--- config.mk ---
export PLATFORM = sky130hd
export DESIGN_NAME = forth_sequencer
export DESIGN_NICKNAME = d
export VERILOG_FILES = /design/src/hw/forth_pkg.sv /design/src/hw/forth_sequencer.sv
export SDC_FILE = /design/constraint.sdc
export NUM_CORES = 1
export LEC_CHECK = 0
export ABC_AREA = 1
export BUFFER_PORTS_ARGS = -buffer_cell sky130_fd_sc_hd__buf_2
export CAP_MARGIN = 20
export CORE_ASPECT_RATIO = 0.6
export CORE_MARGIN = 3
export CORE_UTILIZATION = 45
export DETAILED_ROUTE_END_ITERATION = 6
export GPL_ROUTABILITY_DRIVEN = 0
export PLACE_DENSITY_LB_ADDON = 0.25
export SYNTH_ARGS = -nofsm -noshare
export SYNTH_HDL_FRONTEND = slang
export SYNTH_SLANG_ARGS = --single-unit
--- constraint.sdc ---
create_clock -name clk -period 2.4 [get_ports clk]
set_input_delay 0.24 -clock clk [delete_from_list [all_inputs] [get_ports clk]]
set_output_delay 0.24 -clock clk [all_outputs]
set_load 0.01 [all_outputs]
--- src/hw/forth_pkg.sv ---
// shared widths, depths and types of the stack processor
// opcode, alu, stack action, error and sequencer state enums

package forth_pkg;

  ////////////////////////////////////////////////////////////////////////////
  // sizes
  ////////////////////////////////////////////////////////////////////////////
  localparam int cell_width  = 32;
  localparam int prog_depth  = 256;
  localparam int stack_depth = 16;

  // one stack item or program word
  typedef logic [cell_width-1:0] cell_t;
  // fetch address into program memory
  typedef logic [$clog2(prog_depth)-1:0] pc_t;
  // 0 to stack_depth, one extra bit for full
  typedef logic [$clog2(stack_depth):0] depth_t;
  typedef logic [7:0] char_t;

  ////////////////////////////////////////////////////////////////////////////
  // encodings
  ////////////////////////////////////////////////////////////////////////////
  // low byte of an opcode word, unknown values run as nop
  typedef enum logic [7:0] {
    op_nop         = 8'h00,
    // these three take the next word as operand
    op_lit         = 8'h01,
    op_branch      = 8'h02,
    op_zero_branch = 8'h03,
    op_plus        = 8'h10,
    op_minus       = 8'h11,
    op_and         = 8'h12,
    op_or          = 8'h13,
    op_xor         = 8'h14,
    op_equal       = 8'h15,
    op_zero_equal  = 8'h16,
    op_dup         = 8'h20,
    op_drop        = 8'h21,
    op_over        = 8'h22,
    op_swap        = 8'h23,
    op_io_led      = 8'h30,
    op_io_button   = 8'h31,
    op_emit        = 8'h32
  } op_e;

  typedef enum logic [2:0] {
    alu_plus, alu_minus, alu_and, alu_or, alu_xor, alu_equal, alu_zero_equal
  } alu_op_e;

  // replace pops two and pushes the alu result
  typedef enum logic [2:0] {
    stk_none, stk_push, stk_pop, stk_replace, stk_replace_top, stk_dup,
    stk_over, stk_swap
  } stack_op_e;

  typedef enum logic [1:0] {
    err_none, err_overflow, err_underflow
  } err_e;

  typedef enum logic [2:0] {
    st_idle, st_execute, st_operand, st_halt
  } seq_state_e;

endpackage

--- src/hw/forth_sequencer.sv ---
// control FSM of the stack processor
// fetch, decode, operand handling, halt and error latch

`timescale 1ns/1ps

module forth_sequencer import forth_pkg::*; (
  input  logic      clk,
  input  logic      reset,
  input  logic      run,
  input  cell_t     instr,
  input  cell_t     top,
  input  err_e      stack_error,
  input  logic      tx_ready,
  input  logic [1:0] sync_buttons,
  output pc_t       pc,
  output stack_op_e stack_op,
  output cell_t     push_value,
  output alu_op_e   alu_op,
  output logic      stack_clear,
  output logic      led_write,
  output logic      emit_write,
  output logic      halted,
  output err_e      error
);

  seq_state_e state, state_next;
  pc_t        pc_next;
  op_e        op;
  // opcode waiting for its operand word
  op_e        pend_op;
  // flag seen by zero branch in its execute cycle
  logic       flag_zero;
  logic       emit_go;

  assign op = op_e'(instr[7:0]);

  ////////////////////////////////////////////////////////////////////////////
  // decode
  ////////////////////////////////////////////////////////////////////////////
  always_comb begin
    state_next = state;
    pc_next    = pc;
    stack_op   = stk_none;
    alu_op     = alu_plus;
    push_value = instr;
    led_write  = 1'b0;
    emit_go    = 1'b0;
    case (state)
      st_idle: begin
        if (run) begin
          state_next = st_execute;
          pc_next    = '0;
        end
      end
      st_execute: begin
        pc_next = pc + 1'b1;
        case (op)
          op_lit, op_branch: state_next = st_operand;
          // flag leaves the stack now, target comes next cycle
          op_zero_branch: begin
            stack_op   = stk_pop;
            state_next = st_operand;
          end
          op_plus:  begin stack_op = stk_replace; alu_op = alu_plus;  end
          op_minus: begin stack_op = stk_replace; alu_op = alu_minus; end
          op_and:   begin stack_op = stk_replace; alu_op = alu_and;   end
          op_or:    begin stack_op = stk_replace; alu_op = alu_or;    end
          op_xor:   begin stack_op = stk_replace; alu_op = alu_xor;   end
          op_equal: begin stack_op = stk_replace; alu_op = alu_equal; end
          op_zero_equal: begin
            stack_op = stk_replace_top;
            alu_op   = alu_zero_equal;
          end
          op_dup:  stack_op = stk_dup;
          op_drop: stack_op = stk_pop;
          op_over: stack_op = stk_over;
          op_swap: stack_op = stk_swap;
          // depth unchanged, top just copied out
          op_io_led: led_write = 1'b1;
          op_io_button: begin
            stack_op   = stk_push;
            push_value = cell_t'(sync_buttons);
          end
          op_emit: begin
            if (tx_ready) begin
              stack_op = stk_pop;
              emit_go  = 1'b1;
            end else begin
              // back-pressure, hold on this opcode
              pc_next = pc;
            end
          end
          default: ;
        endcase
      end
      st_operand: begin
        pc_next    = pc + 1'b1;
        state_next = st_execute;
        case (pend_op)
          op_lit:    stack_op = stk_push;
          op_branch: pc_next = pc_t'(instr);
          op_zero_branch: begin
            if (flag_zero) pc_next = pc_t'(instr);
          end
          default: ;
        endcase
      end
      default: ;
    endcase
  end

  // no character goes out when the pop faults
  assign emit_write  = emit_go && (stack_error == err_none);
  assign stack_clear = !run || (state == st_idle);
  assign halted      = (state == st_halt);

  ////////////////////////////////////////////////////////////////////////////
  // state, pc and error
  ////////////////////////////////////////////////////////////////////////////
  always_ff @(posedge clk) begin
    if (!reset) begin
      state     <= st_idle;
      pc        <= '0;
      error     <= err_none;
      pend_op   <= op_nop;
      flag_zero <= 1'b0;
    end else if (!run) begin
      state <= st_idle;
      pc    <= '0;
      error <= err_none;
    end else if ((state == st_execute || state == st_operand) &&
                 stack_error != err_none) begin
      // stack kept its contents, stop here
      state <= st_halt;
      error <= stack_error;
    end else begin
      state <= state_next;
      pc    <= pc_next;
      if (state == st_execute) begin
        pend_op   <= op;
        flag_zero <= (top == '0);
      end
    end
  end

endmodule

# == Word level (Yosys, flattened, before mapping) ==
# Index checks and enable logic that the tools add are counted.
# classes
n_addsub,1
n_reduce_logical,22
n_mux,21
eq_ne,26
bitwise_logic,3
# op_table
op,count
$mux W32,2
$eq A8 B5 Y1 const B,7
$eq A8 B6 Y1 const B,7
$eq A8 B2 Y1 const B,4
$logic_not A32 Y1,1
$mux W8,3
$pmux W3 S8,1
$pmux W8 S3,1
$pmux W3 S6,1
$eq A8 B1 Y1 const B,2
$pmux W8 S2,1
$pmux W3 S2,2
$add A8 B1 Y8 const B,1
$eq A3 B2 Y1 const B,2
$mux W1,6
$mux W3,2
$reduce_and A2 Y1,3
$reduce_and A3 Y1,2
$reduce_bool A3 Y1,2
$reduce_or A3 Y1,2
$reduce_or A6 Y1,1
$mux W2,2
$reduce_bool A2 Y1,2
$reduce_or A2 Y1,2
10 further kinds,14
# totals
in_bits,72
register_bits,22
output_inout_bits,52
word_cells,79

# == Logic depth before layout (Yosys ltp) ==
# Gate-level depths: netlist of the first run.
# depth
word_depth,5
mapped_depth,10
depth_no_buf,10

# == Worst setup path after synthesis of the first run ==
# Ideal clock, no wire load.
# synth_path
path_kind,register -> register
startpoint,register state[0]
endpoint,register pc[0]
setup_ns,0.072
slack_ns,0.808
period_less_slack_ns,1.592
arrival_time_ns,1.520
stages_incl_launch_ff,10
path_cell_list,dfxtp_1 inv_1 ha_1 o21ai_2 inv_1 nor2_1 nand2_2 nor2_4 nand2_1 a21oi_1
# synth_between
elab_chain_cells,5
# synth_rtl
element,line,text
"start, declared",forth_sequencer.sv:26,"seq_state_e state, state_next;"
"start signal, assigned",forth_sequencer.sv:122,state <= st_idle;
"start signal, assigned",forth_sequencer.sv:128,state <= st_idle;
"start signal, assigned",forth_sequencer.sv:134,state <= st_halt;
$eq A3 B1 Y1 or $eq A3 B2 Y1 (tied branches),"forth_sequencer.sv:48, forth_sequencer.sv:131",
$logic_or A1 B1 Y1,forth_sequencer.sv:131,end else if ((state == st_execute || state == st_operand) &&
$logic_and A1 B1 Y1,forth_sequencer.sv:131,
$not A1 Y1 (no line),n/a,
$reduce_and A3 Y1 (no line),n/a,
"end signal, assigned",forth_sequencer.sv:138,pc <= pc_next;
"end, declared",forth_sequencer.sv:15,"output pc_t pc,"
# Parallel ways exist; a longest one is shown, timed or not.
# A chain may end at the register's enable or synchronous reset.

# == Worst setup path after layout of the first run ==
# layout_path
startpoint,register state[1]
endpoint,output push_value[1]
# layout_between
elab_chain_cells,2
# layout_rtl
element,line,text
$eq A3 B1 Y1,forth_sequencer.sv:48,case (state)
$mux W32,forth_sequencer.sv:48,
"end, declared",forth_sequencer.sv:17,"output cell_t push_value,"
# Every way passes these cells.

==> flow_summary.ini, run 1 <==
[floorplan]
die_y_um = 55.35
io_pins = 124
die_area_um2 = 4885
die_x_um = 88.26
start_util = 0.4825
row_count = 17
core_um2 = 3786

[sta]
finalSetupViolCount = 0
worst_slew_pin_slew_ps = 592.7
fmax_mhz = 471.0
hold_viol_final = 0
finalCritPeriodShare = 0.8847
grt_setup_unrepaired = false
setup_tns_ps = 0
maxSlewViolCount = 0
hold_ws_ps = 279.8
clock_skew_ps = 2.005
min_period_ps = 2123
slew_headroom = 0.6038

[detailed_routing]
routed_via_density = 4.825
drt_iter0_drc = 105
routed_wl_um = 5839
ant_nets = 0
drc = 0
routedWlPerCell_um = 11.99
vias = 2350
first_pass_iters = 4

[clock_tree]
cts_root_buf = clkbuf_8
clockBufferDepth = 2
path_clk_slew_ps = 70
cts.sinks = 21
tritoncts = done
cts-buffers-inserted = 3
ctsHoldBuffers = 0
cts.htree.levels = 1
clk_latency_ps = 260

[hold_path]
hp-class = in -> reg

[synthesis]
synth.most_common_cell = nand2_1
synth_largest_area_cell = dfxtp_1
ys_ff_latch = 21
yosysWarnings = 0
ys_top_cells_by_count = 67 x nand2_1, 58 x inv_1, 52 x nor2_1
yosysTopAreaCellShare = 0.2301
synth_edf_count = 0
netlist_top_cells_area = dfxtp_1 23%, nand2_1 14%, inv_1 12%, nor2_1 11%, nand3_1 7.1%
synth.distinct_cells = 25
synth_ff_type = dfxtp_1
synthesis.instances = 321
mappedNetlistNets = 399
avgSynthCellArea_um2 = 5.691
synthArstFlopShare = 0
synth_area_um2 = 1827
synth_seq_area_share = 0.2301

[place]
placed_cell_area_um2 = 2462
portBuffers = 123
dp.final_hpwl_um = 4899

[critical_path]
max_stage_delay_ps = 340
start_kind = flip-flop
crit_buf_inv = 3
endpoint = push_value[1]
crit_slowest_cell = dfxtp_1
critPathLaunch = state[1]
reg2reg_from = state[0]
cp_common_cell = nand2_1
reg2reg_depth = 6
reg2reg_slack_ps = 430
timing.rr.end = pend_op[6]
required_ps = 2160
worstPathArrival_ps = 1880
crit_family = buffers and inverters
endpoint_kind = output pin
crit_chain = inv_1, ha_2, nand2_2, nor3_4, buf_4, nand2_1, nand2_1, buf_2
path_depth = 8
cp_max_fo = 28
crit_type = reg -> out

[global_routing]
grt_max_degree = 29
grt_pass1_vias = 2160
grt_use_total = 0.2371
grt_pass1_wl_um = 9515
antenna_found_initial = 0
grt-ovfl-total = 0

[layout]
n_antenna_cell = 0
syn2layout_area_growth_pct = 37.40
fin_nets = 519
drive_gt1_frac = 0.3409
post-route-util = 0.6629
design_area_um2 = 2510

[pwr]
power_leakage_uw = 0.001383
max-vdd-ir-drop_uv = 205.9
power_uw = 949.8
p_per_area_nw_per_um2 = 378.4

[run_status]
status = complete, no violations

[flow_run]
cap_violations = 0
cell usage in the layout, fill, tap and decap left out, types with 3 or more instances in the layout:
cell type / netlist / final
dfxtp_1: 21 / 21
a21oi_1: 23 / 23
nor4_1: 5 / 5
nand2_1: 67 / 67
inv_1: 58 / 58
o21ai_0: 14 / 14
nand2_2: 3 / 3
nand4_1: 5 / 5
ha_1: 6 / 5
nor3_1: 6 / 6
buf_2: 1 / 123
nor2_1: 52 / 52
nor2_2: 12 / 12
clkbuf_8: 0 / 3
nand3_1: 26 / 26
timing repair:
item / 4_1_cts / 5_1_grt
gates resized for setup: 0 / 1
setup endpoints to repair: 0 / 1
setup buffers: 0 / 0
hold endpoints to repair: 0 / 0
per-stage QoR:
step                cells  setup slack, ps
detailed placement    483            453.4
finish                487            276.7
global route          487            121.2
floorplan             321            807.7
CTS                   487            168.0
global placement      483            550.2
cell type report:
type                       instances  area [um2]
timing repair buffer             125       630.6
fill                             375        1276
inverter                          60       225.2
clock buffer                       4       45.04
tap                               47       58.81
multi-input combinational        230        1130
sequential                        21       420.4
logic make-up after synthesis:
family,synth area share
AOI/OAI and AO/OA,0.1144
xor gates and xnor gates,0.01439
adders and majority gates,0.04109
buffers and inverters,0.1527
DFF,0.2301
and+or+nand+nor,0.4473
power breakdown:
part | internal, uW | switching [uW] | leakage, uW | total, uW
clock | 118 | 113 | 0.0000228 | 231
sequential | 366 | 10.0 | 0.000170 | 376
combinational | 130 | 213 | 0.00119 | 343
tightest hold or removal path, stage by stage:
cell,delay [ps]
buf_2,120
nand2_1,70
a21oi_1,60
worst min path at each step:
stage                      end  cells after the start  slack (ps)      startpoint
global placement    pend_op[7]                      2         440      pend_op[7]
finish                error[0]                      3         280  stack_error[0]
floorplan             error[0]                      2         380  stack_error[0]
global route          error[0]                      3         290  stack_error[0]
detailed placement  pend_op[5]                      2         450      pend_op[5]
CTS                   error[0]                      3         280  stack_error[0]
sequential cells by signal (all words and copies together), names as in the netlist:
signal and count:
error 2, state 2, flag_zero 1, pc 8, pend_op 8
per-layer routing:
layer / wire length (um) / vias to the layer above / track usage
li1: - / 1236 / -
met1: 2778 / 1023 / 0.3252
met2: 2640 / 89 / 0.3770
met3: 402 / 2 / 0.05961
met4: 18 / 0 / 0.04526
met5: 0 / - / 0
Note: power is estimated with default switching activity, not from simulation.
==> inputs of run 2 (changes only) <==
--- a/constraint.sdc
+++ b/constraint.sdc
@@ -3,2 +3,2 @@
 set_output_delay 0.24 -clock clk [all_outputs]
-set_load 0.01 [all_outputs]
+set_load 0.1 [all_outputs]
==> run 2 against run 1 <==
Sequential cell count did not move. Design area rose by 3.9%. Clock power rose by 4%. Wire length rose by 0.80%. Fmax fell by 0.55%. Utilization rose by 2.6 points. Hold slack got worse by 23 ps. Global-route usage fell by 0.11 points. Critical path type unchanged. Largest cell class unchanged.
==> flow_summary.ini, run 2 (synthesized netlist as in run 1, its figures left out) <==
[detailed_routing]
vias = 2374
drt_iter0_drc = 130
wl_met3_um = 516
wl_met1_um = 2637
routed.top_layer = met4
drc = 0
wl_met2_um = 2656
routedWlPerCell_um = 12.09
ant_nets = 0
routed_via_density = 4.875
routed_wl_um = 5886
first_pass_iters = 5

[layout]
design_area_um2 = 2608
n_antenna_cell = 0
largestRegisters = pc x8, pend_op x8
layout_commonest_cell = buf_2
drive_gt1_frac = 0.3932
fin_nets = 519
fin_cells = 487
layout_common_cells = 122 x buf_2, 67 x nand2_1, 58 x inv_1
syn2layout_area_growth_pct = 42.74

[critical_path]
critPathLaunch = state[1]
reg2reg_depth = 6
endpoint_kind = output pin
start_kind = flip-flop
crit_type = reg -> out
reg2reg_slack_ps = 400
required_ps = 2160
timing.rr.end = pend_op[4]
cp_max_fo = 10
worstPathArrival_ps = 1900
reg2reg_from = state[0]
endpoint = emit_write

[clock_tree]
clk_latency_ps = 270
path_clk_slew_ps = 80
ctsHoldBuffers = 0
clockBufferDepth = 2
cts_root_buf = clkbuf_8
cts.htree.levels = 1
cts.sinks = 21
cts-buffers-inserted = 3
tritoncts = done

[place]
placed_cell_area_um2 = 2559
dp.final_hpwl_um = 4829
placed_cells = 483
portBuffers = 123

[flow_run]
cap_violations = 0

[sta]
finalSetupViolCount = 0
fmax_mhz = 468.4
finalCritPeriodShare = 0.8896
grt_setup_unrepaired = false
slew_headroom = 0.6198
setup_tns_ps = 0
hold_ws_ps = 257.0
clock_skew_ps = 3.508
maxSlewViolCount = 0
min_period_ps = 2135
hold_viol_final = 0
worst_slew_pin_slew_ps = 568.7

[pwr]
max-vdd-ir-drop_uv = 261.0
power_uw = 1200
p_sw_frac = 0.4848
power_leakage_uw = 0.001398
internal_power_uw = 618.4
p_per_area_nw_per_um2 = 460.3
seq_power_share = 0.313
p_switching_uw = 581.9
pwr-share-comb = 0.487
pwr-share-clk = 0.200

[floorplan]
io_pins = 124
core_um2 = 3786
start_util = 0.4825
die_area_um2 = 4885
die_x_um = 88.26
die_y_um = 55.35
row_count = 17

[global_routing]
grt_pass1_vias = 2108
grt_pass1_wl_um = 9459
grt_max_degree = 29
antenna_found_initial = 0
grt_use_total = 0.2359
grt-ovfl-total = 0

[run_status]
status = complete, no violations

[hold_path]
hp-class = in -> reg
==> run 2: layout make-up <==
| type | count | area, um2 |
|---|---|---|
| sequential | 21 | 420.4 |
| fill | 363 | 1179 |
| clock inverter | 1 | 5.005 |
| tap | 47 | 58.81 |
| inverter | 60 | 225.2 |
| clock buffer | 3 | 41.29 |
| multi-input combinational | 230 | 1199 |
| timing repair buffer | 125 | 658.1 |
==> run 2: worst min-delay path by stage <==
stage / depth (start not counted) / slack (ps) / endpoint / startpoint
5_1_grt: 3 / 270 / error[0] / stack_error[0]
2_1_floorplan: 2 / 380 / error[0] / stack_error[0]
4_1_cts: 3 / 250 / error[0] / stack_error[0]
3_3_place_gp: 2 / 440 / pend_op[7] / pend_op[7]
6_report: 3 / 260 / error[0] / stack_error[0]
3_5_place_dp: 2 / 450 / pend_op[2] / pend_op[2]
==> run 2: what timing repair did <==
item                       CTS  global route
gates resized for setup      0             1
hold endpoints to repair     0             0
setup endpoints to repair    0             1
buffers inserted             0             0
==> run 2: per-stage QoR <==
stage	util	setup slack (ps)
after floorplan	-	-358.4
after global placement	0.6758	512.0
after detailed placement	0.6758	432.5
after CTS	0.6880	150.3
after global routing	0.6887	136.2
final	0.6887	264.9
==> run 2: critical path: stages, from the launching register on <==
cell,delay [ps]
dfxtp_1,340
inv_1,110
ha_2,300
inv_1,160
nor4_2,250
buf_2,470
==> run 2: routing by layer <==
metal	GRT usage	vias up
met5	0	-
met4	0.04095	0
met3	0.04620	10
met2	0.3717	108
met1	0.3360	1019
li1	-	1237
==> run 2: power by group through the flow <==
stage          clock [uW]  combinational, uW  sequential, uW
6_report              240                584             376
5_1_grt               254                624             379
4_1_cts               242                580             376
3_5_place_dp            0                578             384
3_3_place_gp            0                572             384
2_1_floorplan           0                420             400
==> inputs of run 3 (changes only) <==
--- a/config.mk
+++ b/config.mk
@@ -16,2 +16,3 @@
 export PLACE_DENSITY_LB_ADDON = 0.25
+export RECOVER_POWER = 25
 export SYNTH_ARGS = -nofsm -noshare
@@ -19 +20,2 @@
 export SYNTH_SLANG_ARGS = --single-unit
+export TNS_END_PERCENT = 5
==> constraint.sdc (replaced) <==
create_clock -name clk -period 2.4 [get_ports clk]
set_input_delay 0 -clock clk [delete_from_list [all_inputs] [get_ports clk]]
set_output_delay 0 -clock clk [all_outputs]
set_load 0.1 [all_outputs]
==> run 3 against run 2 <==
Die area stayed put. Register-to-register slack better by 80 ps. Sequential share of layout area is 0.59 points higher. First-iteration DRC count is 16% lower. Setup slack worse by 34 ps. Clock power hardly changed. Sequential cell count stayed put. Combinational power is 2% lower. Critical endpoint is now push_value[0]. Global-route usage hardly changed.
==> flow_summary.ini, run 3 (synthesized netlist as in run 1, its figures left out) <==
[run_status]
status = complete, no violations

[sta]
setup_ws_ps = 230.6
worst_slew_pin_slew_ps = 1170
fmax_mhz = 461.0
hold_viol_final = 0
min_period_ps = 2169
grt_setup_unrepaired = false
finalSetupViolCount = 0
finalCritPeriodShare = 0.9039
slew_headroom = 0.2231
maxSlewViolCount = 0
setup_tns_ps = 0
clock_skew_ps = 4.882

[pwr]
seq_power_share = 0.317
p_switching_uw = 575.5
pwr-share-clk = 0.200
max-vdd-ir-drop_uv = 365.3
p_per_area_nw_per_um2 = 472.1
pwr-share-comb = 0.482
power_leakage_uw = 0.001332
internal_power_uw = 611.8
p_sw_frac = 0.4847

[clock_tree]
path_clk_slew_ps = 80
cts.htree.levels = 1
ctsHoldBuffers = 0
clockBufferDepth = 2
cts_setup_buffers = 0
cts_root_buf = clkbuf_8
cts-buffers-inserted = 3
cts_resized = 0
clk_latency_ps = 260
tritoncts = done
cts.sinks = 21

[layout]
fin_nets = 519
fill_cells = 383
seq_area_um2 = 420.4
largestRegisters = pc x8, pend_op x8
syn2layout_area_growth_pct = 37.67
multi_input_area_um2 = 1139
layout_common_cells = 106 x buf_2, 67 x nand2_1, 58 x inv_1
layout_commonest_cell = buf_2
n_antenna_cell = 0
drive_gt1_frac = 0.3091

[floorplan]
die_area_um2 = 4885
row_count = 17
core_um2 = 3786
start_util = 0.4825
die_x_um = 88.26
io_pins = 124
die_y_um = 55.35

[global_routing]
antenna_found_initial = 0
grt_pass1_wl_um = 9439
grt_use_total = 0.2355
grt_max_degree = 29
grt_pass1_vias = 2103
grt-ovfl-total = 0

[detailed_routing]
vias = 2402
routed_wl_um = 5906
drc = 0
routed_via_density = 4.932
ant_nets = 0
drt_iter0_drc = 109
first_pass_iters = 4
routedWlPerCell_um = 12.13

[place]
portBuffers = 123
dp_worst_setup_slack_ps = 512.2
dp.final_hpwl_um = 4952

[flow_run]
cap_violations = 0

[critical_path]
crit_type = reg -> out
start_kind = flip-flop
required_ps = 2400
cp_max_fo = 28
endpoint_kind = output pin
worstPathArrival_ps = 2170

[hold_path]
hp-class = in -> reg
## run 3: critical path, cell delays in order, from the launching register on
cell and delay [ps]:
dfxtp_1 350, inv_1 100, ha_1 420, nand2_2 150, nor3_4 130, buf_4 340
a21oi_1 110, buf_2 310
## run 3: path summary, 6_finish.rpt
path	startpoint	end	depth (start not counted)	slack, ps
worst max register to register	state[0]	pend_op[5]	6	480
worst min-delay path	stack_error[0]	error[0]	3	50
worst max-delay path	state[1]	push_value[0]	7	230
worst min register to register	pend_op[3]	pend_op[3]	2	450
## run 3: final cells by class
type,count,share of cell area
multi-input cells,230,0.4527
repair buffers,125,0.2488
flip-flops and latches,21,0.1672
inverters,60,0.08955
well taps,47,0.02338
clock buffers,3,0.01642
clock inverters,1,0.001990
## run 3: metrics by stage
stage          hold WS [ps]  power [uW]  instances  instance area, um2    util
2_1_floorplan         143.5       812.4        321                1838       -
3_5_place_dp          308.2       956.5        483                2489  0.6573
5_1_grt               50.50        1246        487                2515  0.6642
4_1_cts               32.15        1191        487                2535  0.6695
3_3_place_gp          306.9       947.2        483                2489  0.6573
6_report              46.09        1187        487                2515  0.6642
## run 3: per-layer routing
layer	GRT usage	up-vias	part of all wire
met3	0.04471	3	0.072
met2	0.3781	88	0.47
met1	0.3384	1072	0.45
met5	0	-	0
li1	-	1239	-
met4	0.02155	0	0.0036
## run 3: power groups by stage
| stage | combinational (uW) | sequential, uW | clock [uW] |
|---|---|---|---|
| finish | 573 | 377 | 238 |
| global route | 614 | 379 | 253 |
| CTS | 573 | 377 | 240 |
| detailed placement | 572 | 385 | 0 |
| global placement | 564 | 384 | 0 |
| floorplan | 412 | 400 | 0 |
